[src/lsu_cfg.svh]
`ifndef LSU_CFG_SVH
`define LSU_CFG_SVH

// address and data width, one 32-bit word per beat
`define LSU_ADDR_W      32

// sram size in 32-bit words
`define LSU_SRAM_DEPTH  1024

// first byte address mapped onto the array
`define LSU_MEM_BASE    32'h8000_0000

// cycles from ar handshake until rvalid
// must stay at 1 or above
`define LSU_RD_LAT      5

`endif
[src/lsu_pkg.sv]
package lsu_pkg;

    // memory request opcodes from execute
    typedef enum logic [2:0] {
        LB  = 3'd0,
        LH  = 3'd1,
        LW  = 3'd2,
        LBU = 3'd3,
        LHU = 3'd4,
        SB  = 3'd5,
        SH  = 3'd6,
        SW  = 3'd7
    } lsu_op_e;

    // core request sequencer
    typedef enum logic [2:0] {
        IDLE    = 3'd0,
        RD_ADDR = 3'd1,
        RD_DATA = 3'd2,
        WR_REQ  = 3'd3,
        WR_RESP = 3'd4,
        RESP    = 3'd5
    } lsu_state_e;

    // sram read side
    typedef enum logic [1:0] {
        RD_IDLE  = 2'd0,
        RD_WAIT  = 2'd1,
        RD_VALID = 2'd2
    } rd_state_e;

endpackage

[src/axi_lite_if.sv]
`timescale 1ns/100ps
`include "lsu_cfg.svh"

interface axi_lite_if;

    // read address channel
    logic [`LSU_ADDR_W-1:0]   araddr;
    logic                     arvalid;
    logic                     arready;

    // read data channel, no rresp
    logic [`LSU_ADDR_W-1:0]   rdata;
    logic                     rvalid;
    logic                     rready;

    // write address channel
    logic [`LSU_ADDR_W-1:0]   awaddr;
    logic                     awvalid;
    logic                     awready;

    // write data channel, one strobe bit per byte lane
    logic [`LSU_ADDR_W-1:0]   wdata;
    logic [`LSU_ADDR_W/8-1:0] wstrb;
    logic                     wvalid;
    logic                     wready;

    // write response, always okay
    logic                     bvalid;
    logic                     bready;

    modport master (
        output araddr, arvalid, rready, awaddr, awvalid, wdata, wstrb, wvalid, bready,
        input  arready, rdata, rvalid, awready, wready, bvalid
    );

    modport slave (
        input  araddr, arvalid, rready, awaddr, awvalid, wdata, wstrb, wvalid, bready,
        output arready, rdata, rvalid, awready, wready, bvalid
    );

endinterface

[src/lsu_core.sv]
`timescale 1ns/100ps
`include "lsu_cfg.svh"

module lsu_core import lsu_pkg::*; (
    input  logic                   clk,
    input  logic                   rst,
    input  logic                   req_valid,
    input  lsu_op_e                req_op,
    input  logic [`LSU_ADDR_W-1:0] req_addr,
    input  logic [`LSU_ADDR_W-1:0] req_wdata,
    output logic                   req_ready,
    output logic                   resp_valid,
    output logic [`LSU_ADDR_W-1:0] resp_rdata,
    output logic                   resp_err,
    input  logic                   resp_ready,
    axi_lite_if.master             bus
);

    localparam int STRB_W = `LSU_ADDR_W / 8;

    lsu_state_e             state;
    lsu_op_e                op_q;
    logic [`LSU_ADDR_W-1:0] addr_q;
    logic [`LSU_ADDR_W-1:0] wdata_q;
    logic [STRB_W-1:0]      strb_q;

    logic                   req_fire;
    logic                   misaligned;
    logic                   is_load;
    logic [`LSU_ADDR_W-1:0] lane_wdata;
    logic [STRB_W-1:0]      lane_strb;
    logic [`LSU_ADDR_W-1:0] rd_shift;
    logic [`LSU_ADDR_W-1:0] load_data;

    // one request at a time, only taken when idle
    assign req_ready = (state == IDLE);
    assign req_fire  = req_valid && req_ready;
    assign is_load   = (req_op inside {LB, LH, LW, LBU, LHU});

    // halves need even address, words need both low bits clear
    always_comb begin
        case (req_op)
            LH, LHU, SH: misaligned = req_addr[0];
            LW, SW:      misaligned = |req_addr[1:0];
            default:     misaligned = 1'b0;
        endcase
    end

    // move store data onto its byte lane and mark the lanes written
    always_comb begin
        case (req_op)
            SB: begin
                lane_wdata = {24'b0, req_wdata[7:0]} << {req_addr[1:0], 3'b000};
                lane_strb  = 4'b0001 << req_addr[1:0];
            end
            SH: begin
                lane_wdata = {16'b0, req_wdata[15:0]} << {req_addr[1], 4'b0000};
                lane_strb  = 4'b0011 << {req_addr[1], 1'b0};
            end
            SW: begin
                lane_wdata = req_wdata;
                lane_strb  = 4'b1111;
            end
            default: begin
                // loads write nothing
                lane_wdata = req_wdata;
                lane_strb  = 4'b0000;
            end
        endcase
    end

    // addressed byte or half down to bit 0, then extend per opcode
    assign rd_shift = bus.rdata >> {addr_q[1:0], 3'b000};

    always_comb begin
        case (op_q)
            LB:      load_data = {{24{rd_shift[7]}}, rd_shift[7:0]};
            LBU:     load_data = {24'b0, rd_shift[7:0]};
            LH:      load_data = {{16{rd_shift[15]}}, rd_shift[15:0]};
            LHU:     load_data = {16'b0, rd_shift[15:0]};
            default: load_data = bus.rdata;
        endcase
    end

    always_ff @(posedge clk) begin
        if (rst) begin
            state    <= IDLE;
            resp_err <= 1'b0;
        end else begin
            case (state)
                IDLE: begin
                    if (req_fire) begin
                        resp_err <= misaligned;
                        // bad alignment skips the bus entirely
                        if (misaligned)
                            state <= RESP;
                        else if (is_load)
                            state <= RD_ADDR;
                        else
                            state <= WR_REQ;
                    end
                end
                RD_ADDR: if (bus.arready) state <= RD_DATA;
                RD_DATA: if (bus.rvalid) state <= RESP;
                // aw and w go out together, slave takes both in one cycle
                WR_REQ:  if (bus.awready && bus.wready) state <= WR_RESP;
                WR_RESP: if (bus.bvalid) state <= RESP;
                // hold response until execute takes it
                RESP:    if (resp_ready) state <= IDLE;
                default: state <= IDLE;
            endcase
        end
    end

    // request and response payload
    always_ff @(posedge clk) begin
        if (req_fire) begin
            op_q       <= req_op;
            addr_q     <= req_addr;
            wdata_q    <= lane_wdata;
            strb_q     <= lane_strb;
            // stores and faults answer with zero
            resp_rdata <= '0;
        end else if (state == RD_DATA && bus.rvalid) begin
            resp_rdata <= load_data;
        end
    end

    assign resp_valid  = (state == RESP);

    // bus drive straight from state, stable while waiting for ready
    assign bus.araddr  = addr_q;
    assign bus.arvalid = (state == RD_ADDR);
    assign bus.rready  = (state == RD_DATA);
    assign bus.awaddr  = addr_q;
    assign bus.awvalid = (state == WR_REQ);
    assign bus.wdata   = wdata_q;
    assign bus.wstrb   = strb_q;
    assign bus.wvalid  = (state == WR_REQ);
    assign bus.bready  = (state == WR_RESP);

endmodule

[src/flat_wrapper.sv]
// flat-port wrapper written by rule: the top's interface ports become plain ports
module lsu_core_flat import lsu_pkg::*;
  (clk, rst, req_valid, req_op, req_addr, req_wdata, req_ready, resp_valid, resp_rdata, resp_err, resp_ready, bus_araddr, bus_arvalid, bus_rready, bus_awaddr, bus_awvalid, bus_wdata, bus_wstrb, bus_wvalid, bus_bready, bus_arready, bus_rdata, bus_rvalid, bus_awready, bus_wready, bus_bvalid);
  axi_lite_if bus_i ();
  input  logic clk;
  input  logic rst;
  input  logic req_valid;
  input  lsu_op_e req_op;
  input  logic [`LSU_ADDR_W-1:0] req_addr;
  input  logic [`LSU_ADDR_W-1:0] req_wdata;
  output logic req_ready;
  output logic resp_valid;
  output logic [`LSU_ADDR_W-1:0] resp_rdata;
  output logic resp_err;
  input  logic resp_ready;
  output wire logic [$bits(bus_i.araddr)-1:0] bus_araddr;
  output wire logic [$bits(bus_i.arvalid)-1:0] bus_arvalid;
  output wire logic [$bits(bus_i.rready)-1:0] bus_rready;
  output wire logic [$bits(bus_i.awaddr)-1:0] bus_awaddr;
  output wire logic [$bits(bus_i.awvalid)-1:0] bus_awvalid;
  output wire logic [$bits(bus_i.wdata)-1:0] bus_wdata;
  output wire logic [$bits(bus_i.wstrb)-1:0] bus_wstrb;
  output wire logic [$bits(bus_i.wvalid)-1:0] bus_wvalid;
  output wire logic [$bits(bus_i.bready)-1:0] bus_bready;
  input wire logic [$bits(bus_i.arready)-1:0] bus_arready;
  input wire logic [$bits(bus_i.rdata)-1:0] bus_rdata;
  input wire logic [$bits(bus_i.rvalid)-1:0] bus_rvalid;
  input wire logic [$bits(bus_i.awready)-1:0] bus_awready;
  input wire logic [$bits(bus_i.wready)-1:0] bus_wready;
  input wire logic [$bits(bus_i.bvalid)-1:0] bus_bvalid;
  assign bus_araddr = bus_i.araddr;
  assign bus_arvalid = bus_i.arvalid;
  assign bus_rready = bus_i.rready;
  assign bus_awaddr = bus_i.awaddr;
  assign bus_awvalid = bus_i.awvalid;
  assign bus_wdata = bus_i.wdata;
  assign bus_wstrb = bus_i.wstrb;
  assign bus_wvalid = bus_i.wvalid;
  assign bus_bready = bus_i.bready;
  assign bus_i.arready = bus_arready;
  assign bus_i.rdata = bus_rdata;
  assign bus_i.rvalid = bus_rvalid;
  assign bus_i.awready = bus_awready;
  assign bus_i.wready = bus_wready;
  assign bus_i.bvalid = bus_bvalid;
  lsu_core u_core (.clk(clk), .rst(rst), .req_valid(req_valid), .req_op(req_op), .req_addr(req_addr), .req_wdata(req_wdata), .req_ready(req_ready), .resp_valid(resp_valid), .resp_rdata(resp_rdata), .resp_err(resp_err), .resp_ready(resp_ready), .bus(bus_i));
endmodule
[config.mk]
export PLATFORM = sky130hd
export DESIGN_NAME = lsu_core_flat
export DESIGN_NICKNAME = d
export VERILOG_FILES = /design/src/lsu_pkg.sv /design/src/axi_lite_if.sv /design/src/lsu_core.sv /design/src/flat_wrapper.sv
export VERILOG_INCLUDE_DIRS = /design/src /design/src/src
export SDC_FILE = /design/constraint.sdc
export NUM_CORES = 1
export LEC_CHECK = 0
export CAP_MARGIN = 10
export CORE_ASPECT_RATIO = 1.1
export CORE_MARGIN = 8
export CORE_UTILIZATION = 35
export DETAILED_ROUTE_END_ITERATION = 10
export DONT_BUFFER_PORTS = 1
export GPL_ROUTABILITY_DRIVEN = 0
export PLACE_DENSITY_LB_ADDON = 0.08
export SKIP_CTS_REPAIR_TIMING = 1
export SLEW_MARGIN = 20
export SYNTH_ARGS = -nofsm -noshare
export SYNTH_HDL_FRONTEND = slang
export SYNTH_SLANG_ARGS = --single-unit
export TNS_END_PERCENT = 1
[constraint.sdc]
create_clock -name clk -period 6.6 [get_ports clk]
set_clock_uncertainty 0.15 [all_clocks]
set_input_delay 0.33 -clock clk [delete_from_list [all_inputs] [get_ports clk]]
set_output_delay 0.33 -clock clk [all_outputs]
set_load 0.05 [all_outputs]
-- Word level (Yosys, flattened, before mapping)
Cells that the tools add are included.
- register bits after elaboration: 107
- output and inout port bits: 140
- shift operators: 5
- reductions and logical operators: 12
- multiplexer cells: 13
- eq/ne operators: 21
- operators by type and width (cell ; count):
    $pmux W32 S4 ; 1
    $pmux W32 S2 ; 1
    $shl A16 B5 Y32 ; 1
    $shl A8 B5 Y32 ; 1
    $shr A32 B5 Y16 ; 1
    $eq A3 B3 Y1 const B ; 7
    $mux W3 ; 7
    $pmux W3 S6 ; 1
    $eq A3 B2 Y1 const B ; 5
    $pmux W4 S3 ; 1
    $ne A2 B1 Y1 const B ; 5
    $eq A3 B1 Y1 const B ; 3
    $logic_not A3 Y1 ; 3
    $reduce_and A6 Y1 ; 1
    $reduce_bool A5 Y1 ; 1
    $reduce_or A2 Y1 ; 2
    $shl A1 B2 Y4 const A ; 1
    $shl A2 B2 Y4 const A ; 1
    $logic_and A1 B1 Y1 ; 3
    $reduce_or A3 Y1 ; 1
    $mux W2 ; 1
    $ne A2 B2 Y1 const B ; 1
    $pmux W1 S2 ; 1
    $reduce_and A2 Y1 ; 1

-- Logic depth before layout (Yosys ltp)
- depth in word-level cells: 6
- mapped depth: 8

-- Worst setup path after synthesis
Ideal clock, no wire load.
- path type: flip-flop to flip-flop
- start: reg u_core.state[0]
- end: reg u_core.addr_q[0] (netlist: u_core.bus.araddr[0]) (enable)
- cell stages (with the launch flop): 5
- setup slack: 2.545 ns
- path buffers: 1
- data required time: 6.023 ns
- library setup time: 0.427 ns
- data arrival time: 3.479 ns
- cell sequence: dfxtp_1 buf_2 nor3_1 nand2_1 inv_1
- word-level cells in the longest chain between the ends: 2
- ends and longest elaborated chain (element ; RTL line ; source):
    start: declaration ; lsu_core.sv:21 ; lsu_state_e state;
    start signal: assignment ; lsu_core.sv:87 ; state <= IDLE;
    start signal: assignment ; lsu_core.sv:96 ; state <= RESP;
    start signal: assignment ; lsu_core.sv:98 ; state <= RD_ADDR;
    $logic_not A3 Y1 ; lsu_core.sv:36 ; assign req_ready = (state == IDLE);
    named net req_ready ; flat_wrapper.sv:11 ; output logic req_ready;
    $logic_and A1 B1 Y1 ; lsu_core.sv:37 ; assign req_fire = req_valid && req_ready;
    named net u_core.req_fire ; lsu_core.sv:27 ; logic req_fire;
    end signal: assignment ; lsu_core.sv:119 ; addr_q <= req_addr;
    end: declaration ; lsu_core.sv:23 ; logic [`LSU_ADDR_W-1:0] addr_q;
The timed path passes the listed nets, and every way through them passes these cells.
A chain may end at the register's enable or synchronous reset.

-- Worst setup path in the final report
- start: reg u_core.state[0]
- end: reg u_core.strb_q[1] (netlist: u_core.bus.wstrb[1]) (enable)
- word-level cells in the longest chain between the ends: 2
- ends and longest elaborated chain (element ; RTL line ; source):
    $logic_not A3 Y1 ; lsu_core.sv:36 ;
    named net req_ready ; flat_wrapper.sv:11 ;
    $logic_and A1 B1 Y1 ; lsu_core.sv:37 ;
    named net u_core.req_fire ; lsu_core.sv:27 ;
    end signal: assignment ; lsu_core.sv:121 ; strb_q <= lane_strb;
    end: declaration ; lsu_core.sv:25 ; logic [STRB_W-1:0] strb_q;
The timed path passes the listed nets, and every way through them passes these cells.

==> results by group <==
Logic synthesis
  • Warning count from the yosys run: 0
  • Cell area after synthesis: 0.005192 mm^2
  • Post-synthesis sequential area ratio: 0.5494
  • Avg Cell Area, Syn: 10.77 um^2
  • Syn_nets: 590
  • Mapped Cells: 482
  • Main synth FF type: edfxtp_1
  • Fraction of registers with async set or reset after synthesis: 0
  • Yosys reg bits: 107
  • Synth cell types: 50
  • Post-synth EDFFs: 71

Floorplan
  • Die height: 143.7 um
  • Rows: 46
  • Core area: 0.01445 mm^2
  • Starting Density: 0.3594
  • Die width: 132.1 um
  • IO Pins: 248
  • Die Area: 0.01899 mm^2

Placed design
  • Hpwl dp: 11510 um
  • I/O Buffers: 0
  • Post-DP Area: 0.005094 mm^2
  • Dpl ws: 2.589 ns

Drt
  • ANT nets after route: 0
  • Routed len/inst: 22.84 um
  • Vias per inst: 5.376
  • DR iter-0 viols: 182
  • DR pass1 iterations: 5
  • DRC: 0
  • WL final: 15740 um
  • DR vias: 3704

Setup path
  • Worst setup path class: register to register
  • CP startpoint: u_core.state[0]
  • CP max FO: 40
  • Crit start category: register
  • WP data required: 6.45 ns
  • Critical path arrival: 3.74 ns
  • FF-to-FF End: u_core.bus.wstrb[1]
  • FF-to-FF path depth: 4
  • Buf/Inv on CP: 2
  • CP max stage delay: 0.85 ns
  • Slowest CP cell: nor3_2
  • CP cell instances: nor3_2 -> nand2_1 -> inv_2 -> buf_4
  • RR Startpoint: u_core.state[0]
  • CP delay by family, top: simple AND/OR/NAND/NOR gates
  • Crit path depth: 4
  • Crit. End Element: register
  • Setup slack, reg-to-reg: 2.71 ns
  • CP endpoint: u_core.bus.wstrb[1]

Clocking
  • CTS sink count: 107
  • CTS Buf Count: 9
  • Max clock buf depth: 2
  • Later-pin clock latency in the skew report: 0.35 ns
  • # H-tree levels: 3
  • CTS tree: done
  • Root Driver: clkbuf_16
  • Clk slew on worst S/H paths: 0.07 ns

Job
  • Max-cap violations: 0

Finish
  • Fin area: 0.005951 mm^2
  • Most frequent cells in the layout: edfxtp_1 (71), dlygate4sd3_1 (58), nand2_1 (46), o21ai_0 (36), dfxtp_1 (36)
  • Share of cells above drive strength 1: 0.1066
  • Filler cells: 1410
  • Number of diodes: 0
  • Fin nets: 601
  • Sequential Area: 0.002853 mm^2
  • Commonest non-fill, non-tap cell in the layout: edfxtp_1
  • Area of the multi-input gates: 0.001891 mm^2
  • Syn-to-layout area delta: 14.60%

STA
  • Final setup violation count: 0
  • Worst Tran Pin Value: 1.063 ns
  • Pins Over Slew Limit: 0
  • Min Clock Period, post-route: 3.886 ns
  • Worst setup margin: 2.714 ns
  • Unrepaired setup endpoints after global routing: no
  • Fin. Hold Viols: 2
  • Fmax: 257.4 MHz
  • Fin crit share: 0.5887
  • Hold Slack: -0.003471 ns
  • Max_slew headroom: 0.2908
  • Sum of negative setup slack: 0 ns

Global route
  • Grt ovf: 0
  • Global-route wire length before repair: 22670 um
  • Overall Global Routing Usage: 0.1572
  • Initial antenna violation count: 0
  • Vias in the first global route: 3627
  • Largest net degree at the start of global routing: 44

Pwr
  • Total Power: 3.008 mW
  • Clk pwr share: 0.170
  • Int Power: 1.437 mW
  • Cell Pwr Density: 505.5 mW/mm^2
  • Leakage power: 2.137 nW
  • Comb pwr share: 0.205
  • Flop pwr share: 0.625
  • Worst VDD drop: 0.1566 mV
  • Sw Ratio: 0.5222
  • Net Switching: 1.571 mW

Status
  • Status: complete, but fails checks
  • Failing checks: hold timing

Min path
  • HP Class: input port to register
  • Worst Min Path Start: rst
cells in the mapped netlist (13+ instances only):
master | n | area, um^2
dfxtp_1 | 36 | 720.7
a22o_1 | 16 | 140.1
inv_1 | 14 | 52.55
a221o_1 | 13 | 130.1
buf_4 | 33 | 247.7
clkbuf_1 | 14 | 52.55
nor2_1 | 32 | 120.1
edfxtp_1 | 71 | 2132
o21ai_0 | 36 | 180.2
nand2_1 | 46 | 172.7
a21oi_1 | 25 | 125.1
worst reg2reg max path: cells and delay by family (launching register included):
kind	cells	cell delay, ns
buf+inv	2	1.37
flops	1	0.42
simple gates	2	1.58
cell families after synthesis:
logic type | share of synthesized area
AO/OA/AOI/OAI | 0.1949
AND/OR/NAND/NOR | 0.1340
flip-flops | 0.5494
buffers and inverters | 0.08795
multiplexers | 0.03036
XOR/XNOR | 0.003374
routing by layer:
metal,track usage,share of wire,vias up
li1,-,-,1752
met1,0.1685,0.37,1780
met2,0.2663,0.51,151
met3,0.06739,0.095,21
met4,0.06957,0.022,0
met5,0,0,-
power by group through the flow:
stage	combinational, mW	sequential (mW)	clock, mW
4_1_cts	0.601	1.89	0.535
2_1_floorplan	0.745	1.66	0
6_report	0.617	1.88	0.510
3_3_place_gp	0.588	1.91	0
3_5_place_dp	0.599	1.90	0
5_1_grt	0.685	1.92	0.552
per-stage QoR:
stage                     hold WS, ns  instances    util
after floorplan                0.2491        482       -
after global placement         0.2537        616  0.3526
after detailed placement       0.2528        616  0.3526
after CTS                     -0.1386        631  0.3717
after global routing         0.002109        689  0.4119
final                       -0.003471        689  0.4119
how the worst min path moves through the flow:
stage	endpoint	slack (ns)	cells after the start
floorplan	u_core.resp_err	0.25	1
global placement	u_core.resp_err	0.25	1
detailed placement	u_core.resp_err	0.25	1
CTS	u_core.resp_err	-0.14	1
global route	u_core.bus.wdata[24]	0.002	2
finish	u_core.state[2]	-0.003	2
area by class of cell:
class | instances | area share
well taps | 192 | 0.04037
clock inverters | 6 | 0.008621
multi-input cells | 298 | 0.3177
clock buffers | 9 | 0.03785
repair buffers | 63 | 0.1072
flip-flops and latches | 107 | 0.4794
inverters | 14 | 0.008831
registers in the layout (all words and copies together) (netlist names):
| name | flops |
|---|---|
| u_core.bus.araddr | 32 |
| u_core.bus.wdata | 32 |
| u_core.bus.wstrb | 4 |
| u_core.op_q | 3 |
| u_core.resp_err | 1 |
| u_core.resp_rdata | 32 |
| u_core.state | 3 |
(Power assumes the default switching activity.)
